File: config.mk
export PLATFORM = sky130hd
export DESIGN_NAME = u1plus_core
export DESIGN_NICKNAME = d
export VERILOG_FILES = /design/src/hdl/u1_bus_pkg.sv /design/src/hdl/u1_set_pkg.sv /design/src/hdl/wb_slave_decoder.sv /design/src/hdl/misc_regs.sv /design/src/hdl/settings_bus_16le.sv /design/src/hdl/time_64bit.sv /design/src/hdl/readback_mux_16le.sv /design/src/hdl/u1plus_core.sv
export VERILOG_INCLUDE_DIRS = /design/src /design/src/hdl
export SDC_FILE = /design/constraint.sdc
export NUM_CORES = 1
export LEC_CHECK = 0
export BUFFER_PORTS_ARGS = -buffer_cell sky130_fd_sc_hd__buf_2
export CORE_ASPECT_RATIO = 0.5
export CORE_MARGIN = 2
export CORE_UTILIZATION = 35
export DETAILED_ROUTE_END_ITERATION = 7
export MAX_ROUTING_LAYER = met4
export SKIP_LAST_GASP = 1
export SLEW_MARGIN = 20
export SYNTH_ARGS = -nofsm -noshare
export SYNTH_HDL_FRONTEND = slang
export SYNTH_SLANG_ARGS = --single-unit
export TNS_END_PERCENT = 5
File: constraint.sdc
create_clock -name wb_clk -period 4.2 [get_ports wb_clk]
set_clock_uncertainty 0.15 [all_clocks]
set_input_delay 0 -clock wb_clk [delete_from_list [all_inputs] [get_ports wb_clk]]
set_output_delay 0 -clock wb_clk [all_outputs]
set_load 0.005 [all_outputs]
File: src/hdl/u1plus_defines.svh
`ifndef U1PLUS_DEFINES_SVH
`define U1PLUS_DEFINES_SVH

//////////////////////////////////////////////////
// register bus geometry
`define U1_AW 11   // byte address
`define U1_DW 16   // data word

// board identity, bump when the register map changes
`define U1_COMPAT_NUM 8'd3

//////////////////////////////////////////////////
// settings bus addresses (32-bit registers)
`define U1_SR_TIME64     40   // +0 time high, +1 time low
`define U1_SR_REG_TEST32 52

//////////////////////////////////////////////////
// misc slave
`define U1_CGEN_RESET    2'b11     // sync_b high, ref_sel high
`define U1_UNMAPPED_READ 16'hBEEF

// byte offsets inside the misc slave
`define U1_REG_LEDS      7'd0
`define U1_REG_CGEN_CTRL 7'd4
`define U1_REG_CGEN_ST   7'd6
`define U1_REG_TEST      7'd8
`define U1_REG_COMPAT    7'd16

`endif

File: src/hdl/u1_bus_pkg.sv
`include "u1plus_defines.svh"

package u1_bus_pkg;

   typedef logic [`U1_DW-1:0] bus_data_t;

   // upper nibble of the byte address
   typedef enum logic [3:0] {
      SLV_MISC        = 4'd0,
      SLV_READBACK    = 4'd7,
      SLV_SETTINGS_LO = 4'd8,   // settings take the 8/9 pair
      SLV_SETTINGS_HI = 4'd9
   } slave_sel_e;

   // one address word, seen by the decoder and by the 16LE slaves
   typedef union packed {
      struct packed {
         slave_sel_e            sel;
         logic [`U1_AW-5:0]     offset;
      } dec;
      struct packed {
         logic [2:0]            pair;    // slave pair, lsb of select dropped
         logic [5:0]            index;   // register or word index
         logic                  half;    // 0 low 16 bits, 1 high 16 bits
         logic                  lsb;     // byte bit, unused on a 16-bit bus
      } set;
   } wb_addr_u;

endpackage

File: src/hdl/u1_set_pkg.sv
package u1_set_pkg;

   //////////////////////////////////////////////////
   // settings bus
   //
   // one strobe per 32-bit register write, the
   // address is the register number, not a byte
   // address, so 256 registers fit

   typedef logic [7:0]  set_addr_t;
   typedef logic [31:0] set_data_t;

   //////////////////////////////////////////////////
   // timekeeping
   //
   // VITA time as a single free running tick
   // counter, the high word is written first and
   // held until the low word arrives

   typedef logic [63:0] vita_time_t;

endpackage

File: src/hdl/wb_slave_decoder.sv
`timescale 1ns/1ps

module wb_slave_decoder
(
   input  logic                  wb_clk,
   input  logic                  wb_rst,
   input  u1_bus_pkg::wb_addr_u  wb_adr_i,
   input  logic                  wb_cyc_i,
   input  logic                  wb_stb_i,
   output logic                  wb_ack_o,
   output logic                  wb_err_o,
   output u1_bus_pkg::bus_data_t wb_dat_o,
   output logic                  misc_stb_o,
   output logic                  set_stb_o,
   output logic                  rb_stb_o,
   input  logic                  misc_ack_i,
   input  logic                  set_ack_i,
   input  logic                  rb_ack_i,
   input  u1_bus_pkg::bus_data_t misc_dat_i,
   input  u1_bus_pkg::bus_data_t rb_dat_i
);

   logic req;
   logic hit_misc, hit_rb, hit_set, unmapped;
   logic err_pend;   // error given, waiting for stb to drop

   // slave select, settings match on the pair with the lsb masked
   assign hit_misc = (wb_adr_i.dec.sel == u1_bus_pkg::SLV_MISC);
   assign hit_rb   = (wb_adr_i.dec.sel == u1_bus_pkg::SLV_READBACK);
   assign hit_set  = ({wb_adr_i.set.pair, 1'b0} == 4'(u1_bus_pkg::SLV_SETTINGS_LO));
   assign unmapped = ~(hit_misc | hit_rb | hit_set);

   assign req = wb_cyc_i & wb_stb_i & ~err_pend;

   assign misc_stb_o = req & hit_misc;
   assign set_stb_o  = req & hit_set;
   assign rb_stb_o   = req & hit_rb;
   assign wb_err_o   = req & unmapped;   // same cycle, no ack

   always_ff @(posedge wb_clk)
   begin
      if (wb_rst)
         err_pend <= 1'b0;
      else if (wb_err_o)
         err_pend <= 1'b1;
      else if (~(wb_cyc_i & wb_stb_i))
         err_pend <= 1'b0;
   end

   // return path follows the same select
   always_comb
   begin
      wb_ack_o = 1'b0;
      wb_dat_o = '0;
      if (hit_misc)
      begin
         wb_ack_o = misc_ack_i;
         wb_dat_o = misc_dat_i;
      end
      else if (hit_rb)
      begin
         wb_ack_o = rb_ack_i;
         wb_dat_o = rb_dat_i;
      end
      else if (hit_set)
         wb_ack_o = set_ack_i;   // write only, reads give 0
   end

endmodule

File: src/hdl/misc_regs.sv
`timescale 1ns/1ps

`include "u1plus_defines.svh"

module misc_regs
(
   input  logic                  wb_clk,
   input  logic                  wb_rst,
   input  logic                  stb_i,
   input  logic                  we_i,
   input  logic [6:0]            offset_i,
   input  u1_bus_pkg::bus_data_t dat_i,
   output u1_bus_pkg::bus_data_t dat_o,
   output logic                  ack_o,
   input  logic                  cgen_st_status_i,
   input  logic                  cgen_st_ld_i,
   input  logic                  cgen_st_refmon_i,
   output logic                  cgen_sync_b_o,
   output logic                  cgen_ref_sel_o,
   output logic [2:0]            debug_led_o
);

   u1_bus_pkg::bus_data_t reg_leds;
   logic [1:0]            reg_cgen_ctrl;
   u1_bus_pkg::bus_data_t reg_test;

   assign ack_o = stb_i;   // no wait states

   always_ff @(posedge wb_clk)
   begin
      if (wb_rst)
      begin
         reg_leds      <= '0;
         reg_cgen_ctrl <= `U1_CGEN_RESET;
         reg_test      <= '0;
      end
      else if (stb_i & we_i)
      begin
         case (offset_i)
            `U1_REG_LEDS      : reg_leds      <= dat_i;
            `U1_REG_CGEN_CTRL : reg_cgen_ctrl <= dat_i[1:0];
            `U1_REG_TEST      : reg_test      <= dat_i;
            default           : ;   // read only or unused
         endcase
      end
   end

   always_comb
   begin
      case (offset_i)
         `U1_REG_LEDS      : dat_o = reg_leds;
         `U1_REG_CGEN_CTRL : dat_o = {14'd0, reg_cgen_ctrl};
         `U1_REG_CGEN_ST   : dat_o = {13'd0, cgen_st_status_i, cgen_st_ld_i, cgen_st_refmon_i};
         `U1_REG_TEST      : dat_o = reg_test;
         `U1_REG_COMPAT    : dat_o = {8'd0, `U1_COMPAT_NUM};
         default           : dat_o = `U1_UNMAPPED_READ;
      endcase
   end

   // leds are wired out of order on the board
   assign {debug_led_o[1], debug_led_o[0], debug_led_o[2]} = reg_leds[2:0];

   assign {cgen_sync_b_o, cgen_ref_sel_o} = reg_cgen_ctrl;

endmodule

File: src/hdl/settings_bus_16le.sv
`timescale 1ns/1ps

module settings_bus_16le
(
   input  logic                  wb_clk,
   input  logic                  wb_rst,
   input  logic                  stb_i,
   input  logic                  we_i,
   input  u1_bus_pkg::wb_addr_u  adr_i,
   input  u1_bus_pkg::bus_data_t dat_i,
   output logic                  ack_o,
   output logic                  set_stb_o,
   output u1_set_pkg::set_addr_t set_addr_o,
   output u1_set_pkg::set_data_t set_data_o
);

   u1_bus_pkg::bus_data_t low_half;   // waits for the high write
   logic                  wr_low, wr_high;

   assign ack_o = stb_i;

   // little endian, low half first
   assign wr_low  = stb_i & we_i & ~adr_i.set.half;
   assign wr_high = stb_i & we_i &  adr_i.set.half;

   always_ff @(posedge wb_clk)
   begin
      if (wr_low)
         low_half <= dat_i;
   end

   //////////////////////////////////////////////////
   // the high half completes the 32-bit setting

   always_ff @(posedge wb_clk)
   begin
      if (wb_rst)
         set_stb_o <= 1'b0;
      else
         set_stb_o <= wr_high;   // one cycle pulse
   end

   always_ff @(posedge wb_clk)
   begin
      if (wr_high)
      begin
         set_addr_o <= {2'b00, adr_i.set.index};
         set_data_o <= {dat_i, low_half};
      end
   end

endmodule

File: src/hdl/time_64bit.sv
`timescale 1ns/1ps

`include "u1plus_defines.svh"

module time_64bit
(
   input  logic                   wb_clk,
   input  logic                   wb_rst,
   input  logic                   set_stb_i,
   input  u1_set_pkg::set_addr_t  set_addr_i,
   input  u1_set_pkg::set_data_t  set_data_i,
   input  logic                   pps_i,
   output u1_set_pkg::vita_time_t vita_time_o,
   output u1_set_pkg::vita_time_t vita_time_pps_o
);

   u1_set_pkg::set_data_t time_hi;   // held until the low word
   logic                  wr_hi, wr_lo;

   logic [1:0]            pps_sync;
   logic                  pps_d;
   logic                  pps_rise;

   assign wr_hi = set_stb_i &
                  (set_addr_i == u1_set_pkg::set_addr_t'(`U1_SR_TIME64));
   assign wr_lo = set_stb_i &
                  (set_addr_i == u1_set_pkg::set_addr_t'(`U1_SR_TIME64 + 1));

   always_ff @(posedge wb_clk)
   begin
      if (wr_hi)
         time_hi <= set_data_i;
   end

   // free running tick counter
   always_ff @(posedge wb_clk)
   begin
      if (wb_rst)
         vita_time_o <= '0;
      else if (wr_lo)
         vita_time_o <= {time_hi, set_data_i};
      else
         vita_time_o <= vita_time_o + 64'd1;
   end

   //////////////////////////////////////////////////
   // pps capture

   always_ff @(posedge wb_clk)
   begin
      if (wb_rst)
      begin
         pps_sync <= 2'b00;
         pps_d    <= 1'b0;
      end
      else
      begin
         pps_sync <= {pps_sync[0], pps_i};   // async input
         pps_d    <= pps_sync[1];
      end
   end

   assign pps_rise = pps_sync[1] & ~pps_d;

   always_ff @(posedge wb_clk)
   begin
      if (pps_rise)
         vita_time_pps_o <= vita_time_o;
   end

endmodule

File: src/hdl/readback_mux_16le.sv
`timescale 1ns/1ps

`include "u1plus_defines.svh"

module readback_mux_16le
(
   input  logic                   wb_clk,
   input  logic                   wb_rst,
   input  logic                   stb_i,
   input  u1_bus_pkg::wb_addr_u   adr_i,
   output logic                   ack_o,
   output u1_bus_pkg::bus_data_t  dat_o,
   input  logic                   set_stb_i,
   input  u1_set_pkg::set_addr_t  set_addr_i,
   input  u1_set_pkg::set_data_t  set_data_i,
   input  u1_set_pkg::vita_time_t vita_time_i,
   input  u1_set_pkg::vita_time_t vita_time_pps_i
);

   u1_set_pkg::set_data_t reg_test32;
   u1_set_pkg::set_data_t word;

   // test setting, only here to check the settings path
   always_ff @(posedge wb_clk)
   begin
      if (wb_rst)
         reg_test32 <= '0;
      else if (set_stb_i &&
               set_addr_i == u1_set_pkg::set_addr_t'(`U1_SR_REG_TEST32))
         reg_test32 <= set_data_i;
   end

   always_comb
   begin
      case (adr_i.dec.offset[5:2])   // word index
         4'd0    : word = vita_time_i[63:32];
         4'd1    : word = vita_time_i[31:0];
         4'd2    : word = vita_time_pps_i[63:32];
         4'd3    : word = vita_time_pps_i[31:0];
         4'd4    : word = reg_test32;
         default : word = '0;
      endcase
   end

   //////////////////////////////////////////////////
   // registered ack, a single cycle per access

   always_ff @(posedge wb_clk)
   begin
      if (wb_rst)
         ack_o <= 1'b0;
      else
         ack_o <= stb_i & ~ack_o;
   end

   always_ff @(posedge wb_clk)
   begin
      dat_o <= adr_i.set.half ? word[31:16] : word[15:0];
   end

endmodule

File: src/hdl/u1plus_core.sv
`timescale 1ns/1ps

module u1plus_core
(
   input  logic                  wb_clk,
   input  logic                  wb_rst,
   input  u1_bus_pkg::wb_addr_u  wb_adr_i,
   input  u1_bus_pkg::bus_data_t wb_dat_i,
   output u1_bus_pkg::bus_data_t wb_dat_o,
   input  logic                  wb_we_i,
   input  logic                  wb_stb_i,
   input  logic                  wb_cyc_i,
   output logic                  wb_ack_o,
   output logic                  wb_err_o,
   input  logic                  pps_i,
   input  logic                  cgen_st_status_i,
   input  logic                  cgen_st_ld_i,
   input  logic                  cgen_st_refmon_i,
   output logic                  cgen_sync_b_o,
   output logic                  cgen_ref_sel_o,
   output logic [2:0]            debug_led_o
);

   logic                  misc_stb, set_stb_bus, rb_stb;
   logic                  misc_ack, set_ack, rb_ack;
   u1_bus_pkg::bus_data_t misc_dat, rb_dat;

   logic                  set_stb;
   u1_set_pkg::set_addr_t set_addr;
   u1_set_pkg::set_data_t set_data;

   u1_set_pkg::vita_time_t vita_time, vita_time_pps;

   //////////////////////////////////////////////////
   // bus control
   wb_slave_decoder decoder
   (
      .wb_clk(wb_clk), .wb_rst(wb_rst),
      .wb_adr_i(wb_adr_i), .wb_cyc_i(wb_cyc_i), .wb_stb_i(wb_stb_i),
      .wb_ack_o(wb_ack_o), .wb_err_o(wb_err_o), .wb_dat_o(wb_dat_o),
      .misc_stb_o(misc_stb), .set_stb_o(set_stb_bus), .rb_stb_o(rb_stb),
      .misc_ack_i(misc_ack), .set_ack_i(set_ack), .rb_ack_i(rb_ack),
      .misc_dat_i(misc_dat), .rb_dat_i(rb_dat)
   );

   //////////////////////////////////////////////////
   // slave 0, leds and clock generator
   misc_regs misc
   (
      .wb_clk(wb_clk), .wb_rst(wb_rst),
      .stb_i(misc_stb), .we_i(wb_we_i), .offset_i(wb_adr_i.dec.offset),
      .dat_i(wb_dat_i), .dat_o(misc_dat), .ack_o(misc_ack),
      .cgen_st_status_i(cgen_st_status_i), .cgen_st_ld_i(cgen_st_ld_i),
      .cgen_st_refmon_i(cgen_st_refmon_i),
      .cgen_sync_b_o(cgen_sync_b_o), .cgen_ref_sel_o(cgen_ref_sel_o),
      .debug_led_o(debug_led_o)
   );

   //////////////////////////////////////////////////
   // slaves 8 and 9, settings bus bridge
   settings_bus_16le settings
   (
      .wb_clk(wb_clk), .wb_rst(wb_rst),
      .stb_i(set_stb_bus), .we_i(wb_we_i), .adr_i(wb_adr_i), .dat_i(wb_dat_i),
      .ack_o(set_ack),
      .set_stb_o(set_stb), .set_addr_o(set_addr), .set_data_o(set_data)
   );

   time_64bit vita_timer
   (
      .wb_clk(wb_clk), .wb_rst(wb_rst),
      .set_stb_i(set_stb), .set_addr_i(set_addr), .set_data_i(set_data),
      .pps_i(pps_i),
      .vita_time_o(vita_time), .vita_time_pps_o(vita_time_pps)
   );

   //////////////////////////////////////////////////
   // slave 7, 32-bit readback
   readback_mux_16le readback
   (
      .wb_clk(wb_clk), .wb_rst(wb_rst),
      .stb_i(rb_stb), .adr_i(wb_adr_i), .ack_o(rb_ack), .dat_o(rb_dat),
      .set_stb_i(set_stb), .set_addr_i(set_addr), .set_data_i(set_data),
      .vita_time_i(vita_time), .vita_time_pps_i(vita_time_pps)
   );

endmodule

==> summary.md <==
| Metric | Value |
|---|---|
| P&R area growth vs syn | `16.35%` |
| Placed standard-cell area | `between 10000 and 15000 um2` |
| Top-area cell type share of the netlist area | `35.79%` |
| Final min period | `3.079 ns` |
| CTS Root Cell | `clkbuf_16` |
| Ant. Diodes | `0` |
| Synth cell count leaders | `nand2_1 (194), dfxtp_1 (152), edfxtp_1 (150), a21oi_1 (107), clkbuf_1 (75)` |
| Multi-input gate area | `4733 um2` |
| Routed length on met1 | `17.30 mm` |
| Top FF cell, synth | `dfxtp_1` |
| Crit path required time | `4.50 ns` |
| Syn. warnings | `0` |
| Die Y | `around 140 um` |
| Post-CTS setup buffers | `0` |
| Layout cells sized above 1 | `11.58%` |
| Critical hold path startpoint | `wb_cyc_i` |
| Max Fclk | `0.3248 GHz` |
| Cell-by-cell trace of the critical path | `ha_1 -> and3_1 -> nand4_1 -> or3_1 -> or4_1 -> a311oi_1` |
| Top layer in use | `met4` |
| Fin crit share | `73.30%` |
| Initial antenna violation count | `3` |
| Clock slew at reported path FFs | `0.06 ns` |
| Rows | `49` |
| RR Startpoint | `vita_timer.vita_time_o[0]` |
| Number of synthesized flops with an enable pin | `150` |
| Clk_lat worst skew | `0.57 ns` |
| Crit start category | `flip-flop` |
| Synth area leader | `edfxtp_1` |
| Crit path from | `vita_timer.vita_time_o[0]` |
| Final Hold Viols | `0` |
| Fin nets | `1292` |
| Synthesized area | `roughly 13000 um2` |
| Worst-margin pin slew | `1.101 ns` |
| H-tree lvl count | `1` |
| Via count of the first global-routing pass | `9567` |
| Die area | `37580 um2` |
| CTS Sinks | `302` |
| R2r worst-path depth | `6` |
| Final TNS setup | `0 ns` |
| Sequential element share of the synthesized area | `59.97%` |
| R2r setup slk | `1.12 ns` |
| Total leakage power | `0.004633 uW` |
| Setup-failing EPs final | `0` |
| Total wire length | `38.08 mm` |
| Most numerous cell in the Yosys netlist | `nand2_1` |
| FF/Latch Area | `7547 um2` |
| Core Area | `35680 um2` |
| Met3 WL | `about 3.3 mm` |
| Final Instance Area | `between 10000 and 15000 um2` |
| Pre-CTS setup slack | `1.234 ns` |
| CP max-delay cell | `or3_1` |
| Cells after Synth | `1196` |
| First drt pass iteration count | `5` |
| Fillers | `3404` |
| Async S/R FF share, synth | `0%` |
| Largest net degree at the start of global routing | `82` |
| Cell variety after synth | `56` |
| Final Core Density | `between 40% and 50%` |
| Residual DRC | `0` |
| CTS Buf Count | `29` |
| Clock Tree Buf Depth | `3` |
| Crit path largest cell delay | `around 0.54 ns` |
| IO buf count | `58` |
| Power density over cell area | `around 400 nW/um2` |
| Drt wl/cell | `21.61 um` |
| VDD IR-drop max | `about 0.00032 V` |
| CTS tree | `done` |
| Synth top area cells | `edfxtp_1 (36%), dfxtp_1 (24%), nand2_1 (5.8%), a21oi_1 (4.3%), a22oi_1 (3.5%)` |
| Mapped Nets | `about 1.2k` |
| MaxCap Viol Count | `0` |
| Antenna Nets Post-Route | `0` |
| Reg2reg end | `vita_timer.vita_time_o[58]` |
| Num ports | `59` |
| Initial DRC count | `around 1k` |
| Setup WS post-layout | `1.121 ns` |
| Final HPWL DP | `25.39 mm` |
| Met2 WL | `approximately 17 mm` |
| Via count | `10.04k` |
| Crit path DAT | `3.38 ns` |
| Cts repair resizes | `0` |
| Tightest Hold Check Type | `primary input to flip-flop` |
| Max FO, Critical Path | `11` |
| Mean area per synthesized cell | `about 11 um2` |
| Starting Density | `a little over a third` |
| DIE WIDTH | `272.2 um` |
| Hold buffer count at cts | `36` |
| GPL Wtd Cong | `0.9002` |
| Overflow after GRT | `0` |
| Crit path capture type | `flip-flop` |
| Hold path endpoint | `misc.reg_cgen_ctrl[0]` |
| Status | `completed` |
| Gr usage total | `20.38%` |
| Synthesis-stage register bit count | `302` |
| Kind of critical path | `flip-flop to flip-flop` |
| Max-slew violation count | `0` |
| Worst Hold Depth | `5` |
| Slew HR | `26.29%` |
| Vias per cell | `~5.7` |
| First-pass GRT wire length | `57.66 mm` |
| Unrepaired setup endpoints after global routing | `no` |
metal layers:
metal | GRT usage [%] | vias up
li1 | - | 4577
met1 | 28.60 | 5006
met2 | 30.19 | 408
met3 | 4.603 | 53
met4 | 4.135 | 0
met5 | - | -
flip-flops by register name, indices dropped and copies added (netlist names):
signal,cells
settings.set_data_o,32
misc.reg_test,16
settings.set_stb_o,1
misc.reg_cgen_ctrl,2
vita_timer.pps_sync,2
settings.low_half,16
settings.set_addr_o,6
readback.dat_o,16
vita_timer.pps_d,1
readback.ack_o,1
vita_timer.time_hi,32
vita_timer.vita_time_pps_o,64
decoder.err_pend,1
misc.reg_leds,16
vita_timer.vita_time_o,64
readback.reg_test32,32
layout make-up:
type	count	share of cell area (%)
Tap cell	484	4.135
Multi-Input combinational cell	797	32.32
Clock inverter	20	1.034
Sequential cell	302	51.54
Inverter	9	0.2307
Timing Repair Buffer	116	5.588
Clock buffer	34	5.152
worst max path at each step:
| stage | endpoint | slack (ns) | cells after the start |
|---|---|---|---|
| after floorplan | vita_timer.vita_time_pps_o[0] | 0.39 | 1 |
| after CTS | vita_timer.vita_time_o[58] | 1.20 | 6 |
| final | vita_timer.vita_time_o[58] | 1.12 | 6 |
| after detailed placement | vita_timer.vita_time_o[58] | 1.23 | 6 |
| after global placement | vita_timer.vita_time_o[58] | 1.31 | 6 |
| after global routing | wb_dat_o[5] | 0.94 | 7 |
where the power goes:
part,switching (uW),leakage [uW],internal [uW]
combinational,138,0.00158,74.7
clock,1130,0.000447,1400
sequential,13.3,0.00261,3110
total,1280,0.00463,4590
critical path, delay by kind of cell, from the launching register on:
family,cells,cell delay (ns)
compound gates,1,0.30
flops,1,0.43
fa+ha+maj,1,0.24
simple gates,4,1.84
cells by family after synthesis:
kind of cell | after synthesis | synth area share [%]
simple gates | 467 | 18.70
flops | 302 | 59.97
compound gates | 289 | 15.32
buf+inv | 97 | 3.122
xor+xnor | 39 | 2.714
mux | 1 | 0.07953
fa+ha+maj | 1 | 0.09940
cells in the final DEF, fill, tap and decap left out, drive strengths merged, types with 30 or more instances in the layout:
cell type / instances
dfxtp: 152
nand2: 194
a22oi: 58
xnor2: 30
clkbuf: 34
nand3: 45
dlygate4sd3: 36
nor2: 74
a21oi: 107
edfxtp: 150
a211oi: 43
buf: 80
stage by stage:
| stage | hold slack, ns | power (uW) | cells |
|---|---|---|---|
| after floorplan | -0.05113 | 3273 | 1196 |
| after global placement | 0.06881 | 3363 | 1672 |
| after detailed placement | 0.07141 | 3367 | 1672 |
| after CTS | 0.02657 | 5890 | 1762 |
| after global routing | 0.04747 | 6022 | 1762 |
| final | 0.04060 | 5870 | 1762 |
Power figures use the tool's default switching activity.
